## src/armctl_cfg.svh

```systemverilog
`ifndef ARMCTL_CFG_SVH
`define ARMCTL_CFG_SVH

// instruction field positions
`define COND_HI      31
`define OP_HI        27
`define I_BIT        25
`define CMD_HI       24
`define U_BIT        23
`define MCYC_OP_BIT  21
`define S_BIT        20
`define L_BIT        20
`define RD_HI        15
`define SIG_HI       7

// op field
`define OP_DP        2'b00
`define OP_MEM       2'b01
`define OP_BR        2'b10

// data-processing cmd field
`define CMD_AND      4'b0000
`define CMD_SUB      4'b0010
`define CMD_ADD      4'b0100
`define CMD_CMP      4'b1010
`define CMD_CMN      4'b1011
`define CMD_ORR      4'b1100

`define MCYC_SIG     4'b1001  // bits 7:4 of MUL/DIV

`define ALU_ADD      2'b00
`define ALU_SUB      2'b01
`define ALU_AND      2'b10
`define ALU_ORR      2'b11

`define IMM_DP       2'b00
`define IMM_MEM      2'b01
`define IMM_BR       2'b10

`endif
```

## src/armctl_pkg.sv

```systemverilog
package armctl_pkg;

    typedef logic [31:0] instrT;
    typedef logic [3:0]  condT;
    typedef logic [3:0]  flagsT;    // N Z C V, N in bit 3
    typedef logic [1:0]  aluCtrlT;
    typedef logic [1:0]  immSrcT;
    typedef logic [2:0]  regSrcT;   // [0] branch pc, [1] store Rd, [2] mul order
    typedef logic [1:0]  flagWT;    // [1] NZ, [0] CV

    // decoded controls, carried D -> E
    typedef struct packed {
        logic    pcs;
        logic    regW;
        logic    memW;
        logic    memtoReg;
        logic    aluSrc;
        logic    noWrite;
        logic    mStart;
        logic    mCycleOp;   // 0 mul, 1 div
        logic    mWrite;
        flagWT   flagW;
        aluCtrlT aluControl;
        condT    cond;
    } ctrlDT;

    // gated controls leaving E
    typedef struct packed {
        logic pcSrc;
        logic regWrite;
        logic memWrite;
        logic memtoReg;
        logic mWrite;
    } ctrlMT;

    typedef struct packed {
        logic pcSrc;
        logic regWrite;
        logic memtoReg;
        logic mWrite;
    } ctrlWT;

endpackage

```

## src/controlUnit.sv

```systemverilog
`timescale 1ns/1ps

module controlUnit (
    input  armctl_pkg::instrT   instr,
    input  armctl_pkg::flagsT   aluFlags,
    input  logic                CLK,
    input  logic                arstN,
    input  logic                flushE,
    input  logic                stallE,
    input  logic                stallM,
    input  logic                stallW,
    input  logic                done,
    input  logic                mCycleResult,
    output logic                memtoReg,
    output logic                memWrite,
    output logic                aluSrc,
    output armctl_pkg::immSrcT  immSrc,
    output logic                regWrite,
    output armctl_pkg::regSrcT  regSrc,
    output armctl_pkg::aluCtrlT aluControl,
    output logic                pcSrc,
    output logic                mStart,
    output logic                mCycleOp,
    output logic                mWrite,
    output logic                regWriteM,
    output logic                regWriteE,
    output logic                memtoRegE,
    output logic                mStartD
);

    armctl_pkg::ctrlDT ctrlD;
    armctl_pkg::ctrlDT ctrlE;
    armctl_pkg::ctrlMT ctrlEOut;
    armctl_pkg::ctrlMT ctrlM;
    armctl_pkg::ctrlWT ctrlW;

    logic pcSrcE;
    logic regWriteCond;
    logic memWriteCond;
    logic mWriteE;

    instrDecoder uDecoder (
        .instr  (instr),
        .done   (done),
        .ctrl   (ctrlD),
        .immSrc (immSrc),
        .regSrc (regSrc)
    );

    decodeExecuteReg uDecExReg (
        .CLK   (CLK),
        .arstN (arstN),
        .stall (stallE),
        .flush (flushE),
        .d     (ctrlD),
        .e     (ctrlE)
    );

    condLogic uCondLogic (
        .CLK      (CLK),
        .arstN    (arstN),
        .stall    (stallE),
        .ctrl     (ctrlE),
        .aluFlags (aluFlags),
        .pcSrc    (pcSrcE),
        .regWrite (regWriteCond),
        .memWrite (memWriteCond),
        .mStart   (mStart),
        .mWrite   (mWriteE)
    );

    // multi-cycle result takes over the E write port
    always_comb begin
        ctrlEOut.pcSrc    = pcSrcE;
        ctrlEOut.regWrite = mCycleResult ? 1'b1 : regWriteCond;
        ctrlEOut.memWrite = mCycleResult ? 1'b0 : memWriteCond;
        ctrlEOut.memtoReg = mCycleResult ? 1'b0 : ctrlE.memtoReg;
        ctrlEOut.mWrite   = mWriteE;
    end

    lateStageRegs uLateRegs (
        .CLK    (CLK),
        .arstN  (arstN),
        .stallM (stallM),
        .stallW (stallW),
        .e      (ctrlEOut),
        .m      (ctrlM),
        .w      (ctrlW)
    );

    assign mStartD    = ctrlD.mStart;
    assign aluSrc     = ctrlE.aluSrc;
    assign aluControl = ctrlE.aluControl;
    assign mCycleOp   = ctrlE.mCycleOp;
    assign pcSrc      = pcSrcE;
    assign mWrite     = mWriteE;
    assign regWriteE  = ctrlEOut.regWrite;
    assign memtoRegE  = ctrlEOut.memtoReg;
    assign memWrite   = ctrlM.memWrite;
    assign regWriteM  = ctrlM.regWrite;
    assign regWrite   = ctrlW.regWrite;
    assign memtoReg   = ctrlW.memtoReg;

endmodule

```

## src/lateStageRegs.sv

```systemverilog
`timescale 1ns/1ps

module lateStageRegs (
    input  logic              CLK,
    input  logic              arstN,
    input  logic              stallM,
    input  logic              stallW,
    input  armctl_pkg::ctrlMT e,
    output armctl_pkg::ctrlMT m,
    output armctl_pkg::ctrlWT w
);

    armctl_pkg::ctrlWT wNext;

    // memWrite is consumed in M, not carried on
    always_comb begin
        wNext.pcSrc    = m.pcSrc;
        wNext.regWrite = m.regWrite;
        wNext.memtoReg = m.memtoReg;
        wNext.mWrite   = m.mWrite;
    end

    always_ff @(posedge CLK or negedge arstN) begin
        if (!arstN) begin
            m <= '0;
        end else if (!stallM) begin
            m <= e;
        end
    end

    // W advances even if M holds
    always_ff @(posedge CLK or negedge arstN) begin
        if (!arstN) begin
            w <= '0;
        end else if (!stallW) begin
            w <= wNext;
        end
    end

endmodule

```

## src/decodeExecuteReg.sv

```systemverilog
`timescale 1ns/1ps

module decodeExecuteReg (
    input  logic              CLK,
    input  logic              arstN,
    input  logic              stall,
    input  logic              flush,
    input  armctl_pkg::ctrlDT d,
    output armctl_pkg::ctrlDT e
);

    // all-zero word, no writes, no start, no branch
    localparam armctl_pkg::ctrlDT Bubble = '0;

    armctl_pkg::ctrlDT eNext;

    // stall beats flush
    always_comb begin
        if (stall) begin
            eNext = e;
        end else if (flush) begin
            eNext = Bubble;
        end else begin
            eNext = d;
        end
    end

    always_ff @(posedge CLK or negedge arstN) begin
        if (!arstN) begin
            e <= Bubble;
        end else begin
            e <= eNext;
        end
    end

endmodule

```

## src/condLogic.sv

```systemverilog
`timescale 1ns/1ps

module condLogic (
    input  logic              CLK,
    input  logic              arstN,
    input  logic              stall,
    input  armctl_pkg::ctrlDT ctrl,
    input  armctl_pkg::flagsT aluFlags,
    output logic              pcSrc,
    output logic              regWrite,
    output logic              memWrite,
    output logic              mStart,
    output logic              mWrite
);

    armctl_pkg::flagsT flags;
    logic n;
    logic z;
    logic c;
    logic v;
    logic condEx;

    assign {n, z, c, v} = flags;

    always_comb begin
        case (ctrl.cond)
            4'b0000: condEx = z;                      // EQ
            4'b0001: condEx = ~z;                     // NE
            4'b0010: condEx = c;                      // CS
            4'b0011: condEx = ~c;                     // CC
            4'b0100: condEx = n;                      // MI
            4'b0101: condEx = ~n;                     // PL
            4'b0110: condEx = v;                      // VS
            4'b0111: condEx = ~v;                     // VC
            4'b1000: condEx = c & ~z;                 // HI
            4'b1001: condEx = ~c | z;                 // LS
            4'b1010: condEx = (n == v);               // GE
            4'b1011: condEx = (n != v);               // LT
            4'b1100: condEx = ~z & (n == v);          // GT
            4'b1101: condEx = z | (n != v);           // LE
            4'b1110: condEx = 1'b1;                   // AL
            default: condEx = 1'b0;
        endcase
    end

    // flag halves update independently
    always_ff @(posedge CLK or negedge arstN) begin
        if (!arstN) begin
            flags <= '0;
        end else if (!stall) begin
            if (ctrl.flagW[1] && condEx) begin
                flags[3:2] <= aluFlags[3:2];
            end
            if (ctrl.flagW[0] && condEx) begin
                flags[1:0] <= aluFlags[1:0];
            end
        end
    end

    assign pcSrc    = ctrl.pcs & condEx;
    assign regWrite = ctrl.regW & ~ctrl.noWrite & condEx;   // CMP/CMN never write
    assign memWrite = ctrl.memW & condEx;
    assign mStart   = ctrl.mStart & condEx;
    assign mWrite   = ctrl.mWrite & condEx;

endmodule

```

## src/instrDecoder.sv

```systemverilog
`timescale 1ns/1ps
`include "armctl_cfg.svh"

module instrDecoder (
    input  armctl_pkg::instrT  instr,
    input  logic               done,
    output armctl_pkg::ctrlDT  ctrl,
    output armctl_pkg::immSrcT immSrc,
    output armctl_pkg::regSrcT regSrc
);

    logic [1:0] op;
    logic [3:0] cmd;
    logic [3:0] rd;
    logic       iBit;
    logic       sBit;
    logic       lBit;
    logic       uBit;
    logic       isMcyc;
    logic       isLogic;

    assign op   = instr[`OP_HI -: 2];
    assign cmd  = instr[`CMD_HI -: 4];
    assign rd   = instr[`RD_HI -: 4];
    assign iBit = instr[`I_BIT];
    assign sBit = instr[`S_BIT];
    assign lBit = instr[`L_BIT];
    assign uBit = instr[`U_BIT];

    // MUL/DIV sit in the DP space with bits 25:22 clear and the 1001 signature
    assign isMcyc = (op == `OP_DP) && (instr[`I_BIT -: 4] == 4'b0000)
                    && (instr[`SIG_HI -: 4] == `MCYC_SIG);

    assign isLogic = (cmd == `CMD_AND) || (cmd == `CMD_ORR);

    always_comb begin
        ctrl      = '0;
        ctrl.cond = instr[`COND_HI -: 4];
        immSrc    = `IMM_DP;
        regSrc    = 3'b000;

        case (op)
            `OP_DP: begin
                if (isMcyc) begin
                    ctrl.mStart   = ~done;   // no new start while a result is out
                    ctrl.mCycleOp = instr[`MCYC_OP_BIT];
                    ctrl.mWrite   = 1'b1;
                    regSrc        = 3'b100;
                end else begin
                    ctrl.regW   = 1'b1;
                    ctrl.aluSrc = iBit;
                    case (cmd)
                        `CMD_ADD: ctrl.aluControl = `ALU_ADD;
                        `CMD_SUB: ctrl.aluControl = `ALU_SUB;
                        `CMD_AND: ctrl.aluControl = `ALU_AND;
                        `CMD_ORR: ctrl.aluControl = `ALU_ORR;
                        `CMD_CMP: begin
                            ctrl.aluControl = `ALU_SUB;
                            ctrl.noWrite    = 1'b1;
                        end
                        `CMD_CMN: begin
                            ctrl.aluControl = `ALU_ADD;
                            ctrl.noWrite    = 1'b1;
                        end
                        default: ctrl.regW = 1'b0;   // outside the subset
                    endcase
                    // logical ops leave C and V alone
                    if (sBit && ctrl.regW) begin
                        ctrl.flagW = isLogic ? 2'b10 : 2'b11;
                    end
                end
            end
            `OP_MEM: begin
                ctrl.regW       = lBit;
                ctrl.memW       = ~lBit;
                ctrl.memtoReg   = lBit;
                ctrl.aluSrc     = 1'b1;
                ctrl.aluControl = uBit ? `ALU_ADD : `ALU_SUB;  // offset direction
                immSrc          = `IMM_MEM;
                regSrc          = {1'b0, ~lBit, 1'b0};   // STR reads Rd
            end
            `OP_BR: begin
                ctrl.pcs    = 1'b1;
                ctrl.aluSrc = 1'b1;
                immSrc      = `IMM_BR;
                regSrc      = 3'b001;
            end
            default: ctrl.regW = 1'b0;
        endcase

        // a real write to R15 redirects the PC
        if (ctrl.regW && !ctrl.noWrite && (rd == 4'd15)) begin
            ctrl.pcs = 1'b1;
        end
    end

endmodule

```

## config.mk

```make
export PLATFORM = sky130hd
export DESIGN_NAME = controlUnit
export DESIGN_NICKNAME = d
export VERILOG_FILES = /design/src/armctl_pkg.sv /design/src/controlUnit.sv /design/src/lateStageRegs.sv /design/src/decodeExecuteReg.sv /design/src/condLogic.sv /design/src/instrDecoder.sv
export VERILOG_INCLUDE_DIRS = /design/src
export SDC_FILE = /design/constraint.sdc
export NUM_CORES = 1
export LEC_CHECK = 0
export BUFFER_PORTS_ARGS = -buffer_cell sky130_fd_sc_hd__buf_2
export CORE_MARGIN = 5
export CORE_UTILIZATION = 48
export CTS_CLUSTER_DIAMETER = 80
export DETAILED_ROUTE_END_ITERATION = 7
export GPL_TIMING_DRIVEN = 0
export PLACE_DENSITY = 0.79
export SETUP_SLACK_MARGIN = 0.1
export SLEW_MARGIN = 10
export SYNTH_ARGS = -nofsm -noshare
export SYNTH_HDL_FRONTEND = slang
export SYNTH_SLANG_ARGS = --single-unit
```

## constraint.sdc

```tcl
create_clock -name CLK -period 3 [get_ports CLK]
set_input_delay 0.6 -clock CLK [delete_from_list [all_inputs] [get_ports CLK]]
set_output_delay 0.6 -clock CLK [all_outputs]
set_load 0.05 [all_outputs]
```

==> results.json <==
{
  "final_cells": 260,
  "cp_max_fo": 7,
  "vias": 1437,
  "ys_seq_elements": 26,
  "dp_cells": 249,
  "cp.depth": 7,
  "setup_ws_ns": 0.125,
  "worstPathArrival_ns": 2.27,
  "cts_made_buffers": 3,
  "post-place-ws_ns": 0.290,
  "route.antenna.remaining_nets": 0,
  "synth_fa_ha_area_share_pct": 3.98,
  "crit_buf_inv": 2,
  "synth_area_per_cell_um2": 10.1,
  "vias_per_cell": 5.53,
  "synth_flop_cell": "dfrtp_1",
  "syn_to_final_growth_pct": 29.5,
  "hold_class": "primary input to asynchronous set/reset pin",
  "synth_fp_nets": 205,
  "worst_path_largest_cell_delay_ns": 0.40,
  "die_w_um": 67.2,
  "path_cells": "buf_6 -> mux2_4 -> a22o_1 -> a2111oi_4 -> nand2_2 -> a31o_1 -> buf_6",
  "power.leakage_nw": 0.994,
  "ys_types": 47,
  "routed_wl_mm": 3.85,
  "power_density_mw_per_mm2": 414,
  "antenna_found_initial": 0,
  "clock_skew_ns": 0.00630,
  "synth_top_family_by_area": "simple AND/OR/NAND/NOR gates",
  "seq_area_frac_synth_pct": 41.4,
  "maxCapViolCount": 0,
  "final_nets": 266,
  "ioPinCount": 63,
  "antenna_cells": 0,
  "finalWeightedCongestion": 0.848,
  "insertion_delay_ns": 0.32,
  "synth-async-reset-ratio_pct": 100,
  "critPathMostFrequentCell": "buf_6",
  "setup_viol_count_final": 0,
  "clock-root-buffer": "clkbuf_4",
  "grt_overflow": 0,
  "critical_path.top_delay_family": "compound AO/OA/AOI/OAI gates",
  "grt_pass1_vias": 1457,
  "p_sw_uw": 249,
  "timing.setup.tns_ns": 0,
  "grt_max_degree": 27,
  "critPathSlowestCell": "dfrtp_1",
  "firstDrtPassIters": 4,
  "worst_pin_slew_ns": 0.581,
  "synth_compound_area_share_pct": 18.3,
  "yosys.area.top_type_share_pct": 41.4,
  "portBuffers": 49,
  "r2r.worst_path.cells": 7,
  "wl_per_cell_um": 14.8,
  "peakVddDrop_mv": 0.200,
  "rsz0062_at_grt": "yes",
  "yosysTopAreaCell": "dfrtp_1",
  "clkPwrFrac_pct": 28.3,
  "fin_crit_sh_pct": 95.8,
  "power_frac_comb_pct": 25.5,
  "h-tree-depth": 1,
  "swShare_pct": 29.6,
  "cts_sinks": 26,
  "synth_simple_gate_area_share_pct": 22.8,
  "layout_min_cycle_time_ns": 2.87,
  "core_mm2": 0.00310,
  "status": "complete, no violations",
  "grt_pass1_wl_mm": 6.41,
  "finalHoldViolCount": 0,
  "ys_top_cells_by_area": "dfrtp_1 (41%), nand2_1 (4.8%), ha_1 (4.0%)",
  "path_class": "flop to output pin",
  "postSynthCellCount": 156,
  "n_fill_cell": 279,
  "slew_headroom_pct": 61.2,
  "initial_core_util_pct": 50.6,
  "drt_iter0_drc": 68,
  "synthMuxAreaShare_pct": 6.61,
  "global_route.usage.total_pct": 18.3,
  "dieHeight_um": 67.2,
  "p_int_uw": 593,
  "critPathLaunchType": "flop",
  "layout-drive-gt1-share_pct": 36.1,
  "cts_tree": "done",
  "cp-end-kind": "output pin",
  "clockBufferDepth": 2,
  "synth-xor-area-share_pct": 1.67,
  "die_area_mm2": 0.00452,
  "sequentialPowerShare_pct": 46.2,
  "cp.required_ns": 2.40,
  "drc": 0,
  "max_freq_ghz": 0.348,
  "row_count": 20,
  "synth_edf_count": 0,
  "drv_slew": 0,
  "clk_pin_slew_ns": 0.14,
  "netlist_area_mm2": 0.00157,
  "ys_warn_count": 0,
  "hpwl_mm": 2.94
}
[flip-flops by register name, summed over array words and instances, names as in the netlist]
register / count
uLateRegs.w: 2
uLateRegs.m: 3
uDecExReg.e: 17
uCondLogic.flags: 4
[worst register-to-register path: stages (launching register included)]
cell and delay [ns]:
dfrtp_1 0.40, buf_6 0.13, or4b_1 0.56, a311oi_2 0.31
a2111oi_4 0.07, buf_4 0.15, a21oi_1 0.23, mux2_1 0.36
[synth_stat cells (2+ instances only)]
library cell / number
o21ai_0: 8
a32o_1: 3
xor2_1: 2
dfrtp_1: 26
nor3b_1: 4
mux2_2: 3
buf_4: 3
nor3_1: 3
a21oi_1: 3
and2_1: 4
ha_1: 5
nor2b_1: 2
nand3b_1: 3
nor4b_1: 2
nand2_1: 20
clkbuf_1: 5
nor4bb_1: 2
o41ai_1: 4
o31ai_1: 3
inv_1: 5
a22o_1: 4
buf_2: 2
nand4b_1: 2
nor2_1: 6
mux2_1: 4
nand2b_1: 7
[layer usage]
| layer | wire, um | global-route usage [%] | vias to the layer above |
|---|---|---|---|
| met2 | 1960 | 32.5 | 52 |
| met1 | 1610 | 22.9 | 690 |
| met3 | 233 | 2.16 | 4 |
| met5 | 0 | 0 | - |
| li1 | - | - | 691 |
| met4 | 51 | 6.33 | 0 |
[through the flow]
stage	instance area, um^2	util, %	hold WS, ns	total power, mW
floorplan	1570	-	0.304	0.521
global placement	1870	60.3	0.456	0.579
detailed placement	1870	60.3	0.465	0.587
CTS	1980	63.7	0.260	0.842
global route	2030	65.5	0.296	0.883
finish	2030	65.5	0.249	0.842
[cell usage in the layout, fill, tap and decap left out, drive strengths merged, types with 2 or more instances in the layout]
master,instances
dfrtp,26
o31ai,3
nor4b,2
nor2b,2
a21oi,3
nand4b,2
nand3b,3
inv,5
clkbuf,8
o41ai,4
nor4bb,2
nor3,3
nand2,20
and2,4
nand2b,7
a32o,3
xor2,2
nor2,6
o21ai,8
ha,5
a22o,4
buf,62
nor3b,4
mux2,8
[power groups by stage]
stage | Clock (mW) | Sequential, mW | Combinational [mW]
final | 0.239 | 0.389 | 0.214
after global routing | 0.259 | 0.392 | 0.232
after CTS | 0.248 | 0.388 | 0.205
after detailed placement | 0 | 0.396 | 0.191
after global placement | 0 | 0.394 | 0.185
after floorplan | 0 | 0.409 | 0.112
[cell families after synthesis]
group	count (synthesis)
simple gates	62
compound gates	35
flops	26
mux	9
xor+xnor	3
buf+inv	16
fa+ha+maj	5
[area by class of cell]
cell class	count	area (um^2)	share of cell area, %
clock inverter	1	30.0	1.48
buffer	11	62.6	3.08
sequential	26	651	32.0
tap	44	55.1	2.71
inverter	5	18.8	0.923
multi-input combinational	114	867	42.6
clock buffer	3	22.5	1.11
timing repair buffer	56	327	16.1
[path summary, 6_finish.rpt]
| kind | from | endpoint | slack (ns) |
|---|---|---|---|
| worst min-delay path | arstN | uDecExReg.e[16] | 0.25 |
| worst min register to register | uDecExReg.e[8] | uDecExReg.e[8] | 0.50 |
| min in group CLK | done | uDecExReg.e[10] | 0.46 |
| worst max register to register | uDecExReg.e[2] | uCondLogic.flags[1] | 0.68 |
| max in group asynchronous | arstN | uCondLogic.flags[0] | 2.36 |
| worst max-delay path | uDecExReg.e[2] | regWriteE | 0.13 |
[repair_timing]
item,CTS,global route
cloned,0,0
buffers inserted,3,4
resized for setup,7,7
hold buffers,0,0
pin swaps,2,5
endpoints found under the setup margin,4,4
hold endpoints to repair,0,0
Note: power is estimated with default switching activity, not from simulation.
